<file path="config.mk">
export PLATFORM = sky130hd
export DESIGN_NAME = music_player
export DESIGN_NICKNAME = d
export VERILOG_FILES = /design/src/rtl/music_format_pkg.sv /design/src/rtl/music_timing_pkg.sv /design/src/rtl/song_rom.sv /design/src/rtl/player_config.sv /design/src/rtl/song_reader.sv /design/src/rtl/note_player.sv /design/src/rtl/effect_unit.sv /design/src/rtl/music_player.sv
export SDC_FILE = /design/constraint.sdc
export NUM_CORES = 1
export LEC_CHECK = 0
export ABC_AREA = 1
export BUFFER_PORTS_ARGS = -buffer_cell sky130_fd_sc_hd__buf_2
export CELL_PAD_IN_SITES_DETAIL_PLACEMENT = 0
export CELL_PAD_IN_SITES_GLOBAL_PLACEMENT = 2
export CORE_MARGIN = 5
export CORE_UTILIZATION = 21
export CTS_CLUSTER_SIZE = 40
export DETAILED_ROUTE_END_ITERATION = 10
export GPL_TIMING_DRIVEN = 0
export PLACE_DENSITY = 0.74
export SYNTH_ARGS = -nofsm -noshare
export SYNTH_HDL_FRONTEND = slang
export SYNTH_SLANG_ARGS = --single-unit
</file>
<file path="constraint.sdc">
create_clock -name clk -period 1.25 [get_ports clk]
set_input_delay 0.25 -clock clk [delete_from_list [all_inputs] [get_ports clk]]
set_output_delay 0.25 -clock clk [all_outputs]
set_load 0.01 [all_outputs]
</file>
<file path="src/rtl/song_data.hex">
// One 16-bit word per line: bit 15 effect, 14:9 note, 8:3 duration in beats, 2:0 effect code.
// Songs 0 to 3 follow in address order, 16 words each.
2810
2c08
3010
2818
8011
2620
2810
3408
3010
2c18
8002
2810
2608
2420
3010
2820
1c10
2208
2610
1c08
8213
1818
1c10
2210
1408
8000
2210
2618
1c08
1810
1408
1c28
4010
4410
4808
4c18
8a0a
5010
5208
4c10
4808
4420
8003
4010
3e08
3a10
3610
3420
3008
3408
3610
3a08
3e18
8011
3a10
3610
3408
3010
2c08
8404
2810
3010
3410
3820
</file>
<file path="src/rtl/music_format_pkg.sv">
`default_nettype none

package music_format_pkg;

    // Address layout. The song select sits above the note index.
    localparam int song_sel_width  = 2;
    localparam int note_addr_width = 4;  // 16 words per song.
    localparam int rom_addr_width  = song_sel_width + note_addr_width;
    localparam int rom_depth       = 2 ** rom_addr_width;
    localparam int rom_word_width  = 16;

    // Song image that fills the ROM.
    localparam string song_file = "/design/src/rtl/song_data.hex";

    // Fields of a ROM word.
    localparam int effect_bit     = 15;  // Set for an effect word.
    localparam int note_msb       = 14;
    localparam int note_lsb       = 9;
    localparam int note_width     = note_msb - note_lsb + 1;
    localparam int duration_msb   = 8;
    localparam int duration_lsb   = 3;
    localparam int duration_width = duration_msb - duration_lsb + 1;  // In beats.
    localparam int param_msb      = 2;
    localparam int param_lsb      = 0;
    localparam int param_width    = param_msb - param_lsb + 1;

    typedef enum logic [2:0] {
        paused         = 3'b000,
        wait_done      = 3'b001,
        change_address = 3'b010,
        retrieve_note  = 3'b011,
        new_note_ready = 3'b100
    } reader_state_t;

endpackage

`default_nettype wire

</file>
<file path="src/rtl/music_timing_pkg.sv">
`default_nettype none

package music_timing_pkg;

    // A beat is kept very short so that whole songs fit in a short simulation.
    // A real player would set this from the clock rate and the tempo.
    localparam int beat_cycles = 4;

    // Width of the divider that counts clock cycles within one beat.
    localparam int beat_count_width = (beat_cycles > 1) ? $clog2(beat_cycles) : 1;

    // Cycles from a ROM address to its data word.
    // The reader FSM spends exactly one state waiting for the word,
    // so this stays at one.
    localparam int rom_latency = 1;

endpackage

`default_nettype wire

</file>
<file path="src/rtl/song_rom.sv">
`timescale 1ns/1ps
`default_nettype none

module song_rom (
    input  wire logic                                      clk,
    input  wire logic [music_format_pkg::rom_addr_width-1:0] addr,
    output logic      [music_format_pkg::rom_word_width-1:0] dout
);
    import music_format_pkg::*;
    import music_timing_pkg::*;

    logic [rom_word_width-1:0] mem [rom_depth];
    logic [rom_word_width-1:0] pipe [rom_latency];  // Read data stages.

    initial $readmemh(song_file, mem);

    always_ff @(posedge clk) begin
        pipe[0] <= mem[addr];
        for (int i = 1; i < rom_latency; i++) begin
            pipe[i] <= pipe[i-1];
        end
    end

    assign dout = pipe[rom_latency-1];

endmodule

`default_nettype wire

</file>
<file path="src/rtl/player_config.sv">
`timescale 1ns/1ps
`default_nettype none

module player_config (
    input  wire logic                                      clk,
    input  wire logic                                      reset,
    input  wire logic                                      cfg_write,
    input  wire logic                                      cfg_play,
    input  wire logic [music_format_pkg::song_sel_width-1:0] cfg_song,
    input  wire logic                                      cfg_ff,
    input  wire logic                                      cfg_rewind,
    input  wire logic                                      song_done,
    output logic                                           play,
    output logic      [music_format_pkg::song_sel_width-1:0] song,
    output logic                                           ff_switch,
    output logic                                           rewind_switch
);

    // All four registers load together on the write strobe.
    // The reader stops on its own at the end of a song, so play is also
    // cleared here one cycle after song_done.
    always_ff @(posedge clk) begin
        if (reset) begin
            play          <= 1'b0;
            song          <= '0;
            ff_switch     <= 1'b0;
            rewind_switch <= 1'b0;
        end else if (cfg_write) begin  // A write wins over song_done.
            play          <= cfg_play;
            song          <= cfg_song;
            ff_switch     <= cfg_ff;
            rewind_switch <= cfg_rewind;
        end else if (song_done) begin
            play <= 1'b0;
        end
    end

endmodule

`default_nettype wire

</file>
<file path="src/rtl/song_reader.sv">
`timescale 1ns/1ps
`default_nettype none

module song_reader (
    input  wire logic                                        clk,
    input  wire logic                                        reset,
    input  wire logic                                        play,
    input  wire logic [music_format_pkg::song_sel_width-1:0] song,
    input  wire logic                                        ff_switch,
    input  wire logic                                        rewind_switch,
    input  wire logic                                        note_done,
    input  wire logic                                        activate_done,
    input  wire logic [music_format_pkg::rom_word_width-1:0] rom_word,
    output logic      [music_format_pkg::rom_addr_width-1:0] rom_addr,
    output logic                                             new_note,
    output logic      [music_format_pkg::note_width-1:0]     note,
    output logic      [music_format_pkg::duration_width-1:0] duration,
    output logic                                             activate,
    output logic      [music_format_pkg::param_width-1:0]    parameters,
    output logic                                             song_done
);
    import music_format_pkg::*;

    reader_state_t state, next_state;

    logic [note_addr_width-1:0] note_addr;
    logic [note_addr_width-1:0] next_addr;
    logic                       carry;        // Forward step ran past the last word.
    logic [duration_width-1:0]  stored_duration;
    logic                       word_done;    // The current note or effect has ended.

    // The ROM sees the address of the current word in every state,
    // so rom_word stays valid for as long as the reader waits on it.
    assign rom_addr = {song, note_addr};

    // Address step, taken only in change_address.
    always_comb begin
        next_addr = note_addr;
        carry     = 1'b0;
        if (state == change_address) begin
            if (rewind_switch) begin
                if (note_addr != '0) begin
                    next_addr = note_addr - 1'b1;  // Rewind stops at word 0, no wrap.
                end
            end else begin
                {carry, next_addr} = {1'b0, note_addr} + 1'b1;
            end
        end
    end

    assign song_done = (state == change_address) &&
                       (rewind_switch ? (note_addr == '0) : carry);

    // An effect word finishes on activate_done, a note word on note_done.
    assign word_done = rom_word[effect_bit] ? activate_done : note_done;

    always_comb begin
        case (state)
            paused:         next_state = play ? retrieve_note : paused;
            retrieve_note:  next_state = play ? new_note_ready : paused;
            new_note_ready: next_state = play ? wait_done : paused;
            wait_done: begin
                if (!play) begin
                    next_state = paused;
                end else if (word_done) begin
                    next_state = change_address;
                end else begin
                    next_state = wait_done;
                end
            end
            change_address: begin
                next_state = (play && !song_done) ? retrieve_note : paused;
            end
            default:        next_state = paused;
        endcase
    end

    always_ff @(posedge clk) begin
        if (reset) begin
            state     <= paused;
            note_addr <= '0;
        end else begin
            state     <= next_state;
            note_addr <= next_addr;  // Held everywhere except change_address.
        end
    end

    // Word fields go straight out, valid while new_note is high.
    assign new_note        = (state == new_note_ready);
    assign note            = rom_word[note_msb:note_lsb];
    assign stored_duration = rom_word[duration_msb:duration_lsb];
    assign duration        = (ff_switch || rewind_switch) ? (stored_duration >> 1)
                                                          : stored_duration;
    assign activate        = rom_word[effect_bit];
    assign parameters      = rom_word[param_msb:param_lsb];

endmodule

`default_nettype wire

</file>
<file path="src/rtl/note_player.sv">
`timescale 1ns/1ps
`default_nettype none

module note_player (
    input  wire logic                                        clk,
    input  wire logic                                        reset,
    input  wire logic                                        new_note,
    input  wire logic                                        activate,
    input  wire logic [music_format_pkg::duration_width-1:0] duration,
    output logic                                             beat,
    output logic                                             note_done
);
    import music_format_pkg::*;
    import music_timing_pkg::*;

    logic [beat_count_width-1:0] beat_count;
    logic [duration_width-1:0]   beats_left;
    logic                        note_active;

    // Free-running divider. The beat pulse does not follow note starts,
    // so a note's length in cycles depends on where in the beat it began.
    always_ff @(posedge clk) begin
        if (reset) begin
            beat_count <= '0;
            beat       <= 1'b0;
        end else begin
            beat       <= (beat_count == beat_count_width'(beat_cycles - 1));
            beat_count <= (beat_count == beat_count_width'(beat_cycles - 1)) ? '0
                                                                             : beat_count + 1'b1;
        end
    end

    always_ff @(posedge clk) begin
        if (reset) begin
            note_active <= 1'b0;
            note_done   <= 1'b0;
        end else begin
            note_done <= 1'b0;
            if (new_note) begin
                note_active <= !activate;  // An effect word cancels any leftover note.
            end else if (note_active && beat && beats_left == 1) begin
                note_active <= 1'b0;
                note_done   <= 1'b1;
            end
        end
    end

    always_ff @(posedge clk) begin
        if (new_note) begin
            beats_left <= (duration == '0) ? duration_width'(1) : duration;  // At least one beat.
        end else if (note_active && beat) begin
            beats_left <= beats_left - 1'b1;
        end
    end

endmodule

`default_nettype wire

</file>
<file path="src/rtl/effect_unit.sv">
`timescale 1ns/1ps
`default_nettype none

module effect_unit (
    input  wire logic                                     clk,
    input  wire logic                                     reset,
    input  wire logic                                     new_note,
    input  wire logic                                     activate,
    input  wire logic [music_format_pkg::param_width-1:0] parameters,
    input  wire logic                                     beat,
    output logic                                          effect_active,
    output logic      [music_format_pkg::param_width-1:0] effect_code,
    output logic                                          activate_done
);
    import music_format_pkg::*;

    logic [param_width-1:0] beats_left;  // Beats still to run after the current one.

    always_ff @(posedge clk) begin
        if (reset) begin
            effect_active <= 1'b0;
            activate_done <= 1'b0;
        end else begin
            activate_done <= 1'b0;
            if (new_note) begin
                effect_active <= activate;  // A note word ends any stale effect.
            end else if (effect_active && beat && beats_left == '0) begin
                effect_active <= 1'b0;
                activate_done <= 1'b1;
            end
        end
    end

    // The code is held for parameters plus one beats.
    always_ff @(posedge clk) begin
        if (new_note && activate) begin
            effect_code <= parameters;
            beats_left  <= parameters;
        end else if (effect_active && beat) begin
            beats_left <= beats_left - 1'b1;
        end
    end

endmodule

`default_nettype wire

</file>
<file path="src/rtl/music_player.sv">
`timescale 1ns/1ps
`default_nettype none

module music_player (
    input  wire logic                                        clk,
    input  wire logic                                        reset,
    input  wire logic                                        cfg_write,
    input  wire logic                                        cfg_play,
    input  wire logic [music_format_pkg::song_sel_width-1:0] cfg_song,
    input  wire logic                                        cfg_ff,
    input  wire logic                                        cfg_rewind,
    output logic      [music_format_pkg::note_width-1:0]     note,
    output logic      [music_format_pkg::duration_width-1:0] duration,
    output logic                                             new_note,
    output logic                                             effect_active,
    output logic      [music_format_pkg::param_width-1:0]    effect_code,
    output logic                                             song_done,
    output logic                                             playing
);
    import music_format_pkg::*;

    logic [song_sel_width-1:0] song;
    logic                      ff_switch;
    logic                      rewind_switch;
    logic [rom_addr_width-1:0] rom_addr;
    logic [rom_word_width-1:0] rom_word;
    logic                      activate;
    logic [param_width-1:0]    parameters;
    logic                      beat;
    logic                      note_done;
    logic                      activate_done;

    // The play register itself is the playing output.
    player_config u_config (
        .clk(clk), .reset(reset), .cfg_write(cfg_write), .cfg_play(cfg_play),
        .cfg_song(cfg_song), .cfg_ff(cfg_ff), .cfg_rewind(cfg_rewind),
        .song_done(song_done), .play(playing), .song(song),
        .ff_switch(ff_switch), .rewind_switch(rewind_switch)
    );

    song_reader u_reader (
        .clk(clk), .reset(reset), .play(playing), .song(song),
        .ff_switch(ff_switch), .rewind_switch(rewind_switch),
        .note_done(note_done), .activate_done(activate_done), .rom_word(rom_word),
        .rom_addr(rom_addr), .new_note(new_note), .note(note), .duration(duration),
        .activate(activate), .parameters(parameters), .song_done(song_done)
    );

    song_rom u_rom (.clk(clk), .addr(rom_addr), .dout(rom_word));

    note_player u_note (
        .clk(clk), .reset(reset), .new_note(new_note), .activate(activate),
        .duration(duration), .beat(beat), .note_done(note_done)
    );

    effect_unit u_effect (
        .clk(clk), .reset(reset), .new_note(new_note), .activate(activate),
        .parameters(parameters), .beat(beat), .effect_active(effect_active),
        .effect_code(effect_code), .activate_done(activate_done)
    );

endmodule

`default_nettype wire

</file>
==> results.tsv <==
stage	metric	value	unit
status	outcome	complete, but fails checks	
status	violations	negative setup slack	
critical_path	reg2reg_from	u_reader.note_addr[0]$_SDFFE_PP0P_	
placed_design	portBuffers	7	
grt	overflow	0	
min_path	min_path_type	input pin to flip-flop	
min_path	worstHoldStart	reset	
synth	synth_mux_area_share	0	%
critical_path	crit_type	flip-flop to output pin	
route	drt_wl_total	1.25	mm
timing	max_freq	666	MHz
clocking	cts_root_buffer	clkbuf_4	
route	wl_per_cell	8.01	µm
floorplan	die_area	4230	µm²
placed_design	place_congestion	0.688	
synth	synthTopCellsByCount	22 x nand2_1, 16 x buf_4, 12 x inv_1	
timing	fin_skew	0.00344	ns
power	p_per_area	805	nW/µm²
route	via_per_inst	3.67	
critical_path	arrival	1.25	ns
synth	async_flop_share	0	%
synth	synth-compound-area-share	9.06	%
critical_path	rr_worst_depth	12	
final_layout	area_delta_synth_final	41.7	%
synth	synth_top_area_cell	dfxtp_1	
clocking	clock-sinks	9	
grt	antenna_found_initial	0	
placed_design	dp_hpwl	938	µm
min_path	whs_path_depth	2	
floorplan	placementRows	20	
floorplan	die_h	65.0	µm
grt	grt_pass1_wl	2.09	mm
placed_design	placedCellCount	147	
route	drtIter0Drc	15	
grt	grt_start_max_net_pins	9	
power	ir_drop	0.542	mV
clocking	cts_max_level	1	
timing	setup_violations	7	
critical_path	cp_max_fo	3	
synth	yosys.area_share.adder	5.91	%
synth	synth_top_area_share	28.3	%
timing	tns	-0.885	ns
synth	synth_edf_count	0	
synth	synth.distinct_cells	19	
final_layout	layout.nets	135	
power	power.leakage	0.476	nW
route	firstDrtPassIters	4	
timing	hold_viol_final	0	
timing	final-max-slew-violation-count	0	
route	routed-via-count	572	
clocking	clk_pin_slew_worst_paths	0.06	ns
synth	ys_ff_latch	9	
synth	ys_warn_count	0	
synth	synth-xor-area-share	1.38	%
timing	worst_slack	-0.252	ns
min_path	hold_end	u_reader.state[2]$_SDFF_PP0_	
final_layout	fillers	325	
grt	grtUsageTotal	6.55	%
floorplan	io_pins	27	
synth	syn_area_per_cell	6.91	µm²
timing	min_period	1.50	ns
timing	fin_crit_sh	120	%
synth	synthSimpleGateAreaFrac	28.7	%
synth	syn_area	636	µm²
critical_path	worstPathRequired	1.00	ns
critical_path	r2r_setup_slack	-0.17	ns
critical_path	cp-start-kind	flip-flop	
synth	synth_top_family_by_area	simple AND/OR/NAND/NOR gates	
critical_path	timing.rr.end	u_reader.note_addr[2]$_SDFFE_PP0P_	
synth	synthTopCellsByArea	dfxtp_1 28%, buf_4 19%, nand2_1 13%, inv_1 7.1%, ha_1 5.9%	
final_layout	utilization	30.3	%
grt	grt_pass1_vias	485	
critical_path	cp-end-kind	output pin	
clocking	cts_buffers	3	
job	maxCapViolations	0	
route	drc	0	
final_layout	drive_gt1_share	42.3	%
timing	rsz0062_at_grt	true	
synth	ys.flop_type	dfxtp_1	
clocking	cts_buffer_depth	2	
synth	synth.most_common_cell	nand2_1	
route	final_antenna_net_count	0	
floorplan	initial_utilization	21.3	%
synth	ys_seq_area_share	28.3	%
power	power	0.725	mW
floorplan	floorplan.core_area	2980	µm²
placed_design	dp_slack	-0.118	ns
clocking	clkLatencyLatePin	0.26	ns
floorplan	die_w	65.0	µm
clocking	cts_hold_buffers	0	
synth	syn_inst	92	
final_layout	final_cells	156	
final_layout	num_antenna_cells	0	
clocking	cts_tree	yes	
-- power breakdown --
group | switching [mW] | leakage, nW | internal [mW]
Sequential | 0.0215 | 0.0767 | 0.298
Combinational | 0.0929 | 0.384 | 0.0891
Clock | 0.101 | 0.0150 | 0.123
-- cell usage in the layout (no fill, tap or decap), drive strengths merged --
| cell type | instances |
|---|---|
| nand4 | 1 |
| or2 | 1 |
| dfxtp | 9 |
| o2111ai | 1 |
| conb | 16 |
| inv | 12 |
| o21ai | 5 |
| buf | 28 |
| nor3 | 3 |
| a21oi | 4 |
| nand3 | 2 |
| nor2 | 9 |
| xor2 | 1 |
| clkbuf | 4 |
| nand2 | 24 |
| ha | 3 |
-- metrics by stage --
| stage | instance area (µm²) | hold WS, ns |
|---|---|---|
| 2_1_floorplan | 692 | 0.327 |
| 3_3_place_gp | 768 | 0.432 |
| 3_5_place_dp | 768 | 0.435 |
| 4_1_cts | 826 | 0.149 |
| 5_1_grt | 901 | 0.132 |
| 6_report | 901 | 0.155 |
-- repair_timing --
item,4_1_cts,5_1_grt
endpoints found under the setup margin,6,8
endpoints found under the hold margin,0,0
pin swaps,2,2
buffers inserted,3,2
resized for setup,8,18
-- worst max-delay path: stages (launching register included) --
cell,delay (ns)
dfxtp_4,0.38
inv_4,0.04
ha_4,0.14
nand2_1,0.05
inv_1,0.04
nand2_2,0.07
nand2_2,0.06
nand2_2,0.07
inv_2,0.04
buf_6,0.11
-- registers in the layout (all words and copies together), names as in the netlist --
| signal | flops |
|---|---|
| u_config.play | 1 |
| u_config.rewind_switch | 1 |
| u_reader.note_addr | 4 |
| u_reader.state | 3 |
-- cell type report --
class                      instances  area (µm²)  area share [%]
multi-input combinational         70         387            42.9
buffer                            16         120            13.3
sequential                         9         194            21.5
clock buffer                       4        26.3            2.92
timing repair buffer              12        82.6            9.17
inverter                          12        50.0            5.56
tap                               33        41.3            4.58
-- how the worst max path moves through the flow --
stage / cells past startpoint / start / slack (ns) / endpoint
CTS: 9 / u_reader.note_addr[1]$_SDFFE_PP0P_ / -0.26 / song_done
finish: 9 / u_reader.note_addr[0]$_SDFFE_PP0P_ / -0.25 / song_done
global route: 9 / u_reader.note_addr[0]$_SDFFE_PP0P_ / -0.35 / song_done
detailed placement: 9 / u_reader.note_addr[0]$_SDFFE_PP0P_ / -0.12 / song_done
floorplan: 10 / u_reader.note_addr[0]$_SDFFE_PP0P_ / 0.07 / u_reader.note_addr[2]$_SDFFE_PP0P_
global placement: 9 / u_reader.note_addr[0]$_SDFFE_PP0P_ / -0.11 / song_done
-- layer usage --
layer	vias up	track usage (%)	part of all wire [%]
li1	317	-	-
met1	236	8.34	44
met2	17	8.94	48
met3	2	3.99	6.7
met4	0	2.33	1.3
met5	-	0	0
-- cell families after synthesis --
group           after synthesis
simple gates                 40
buf+inv                      28
compound gates               10
flops                         9
fa+ha+maj                     3
xor+xnor                      1
other cells                   1
Note: power is estimated with default switching activity, not from simulation.
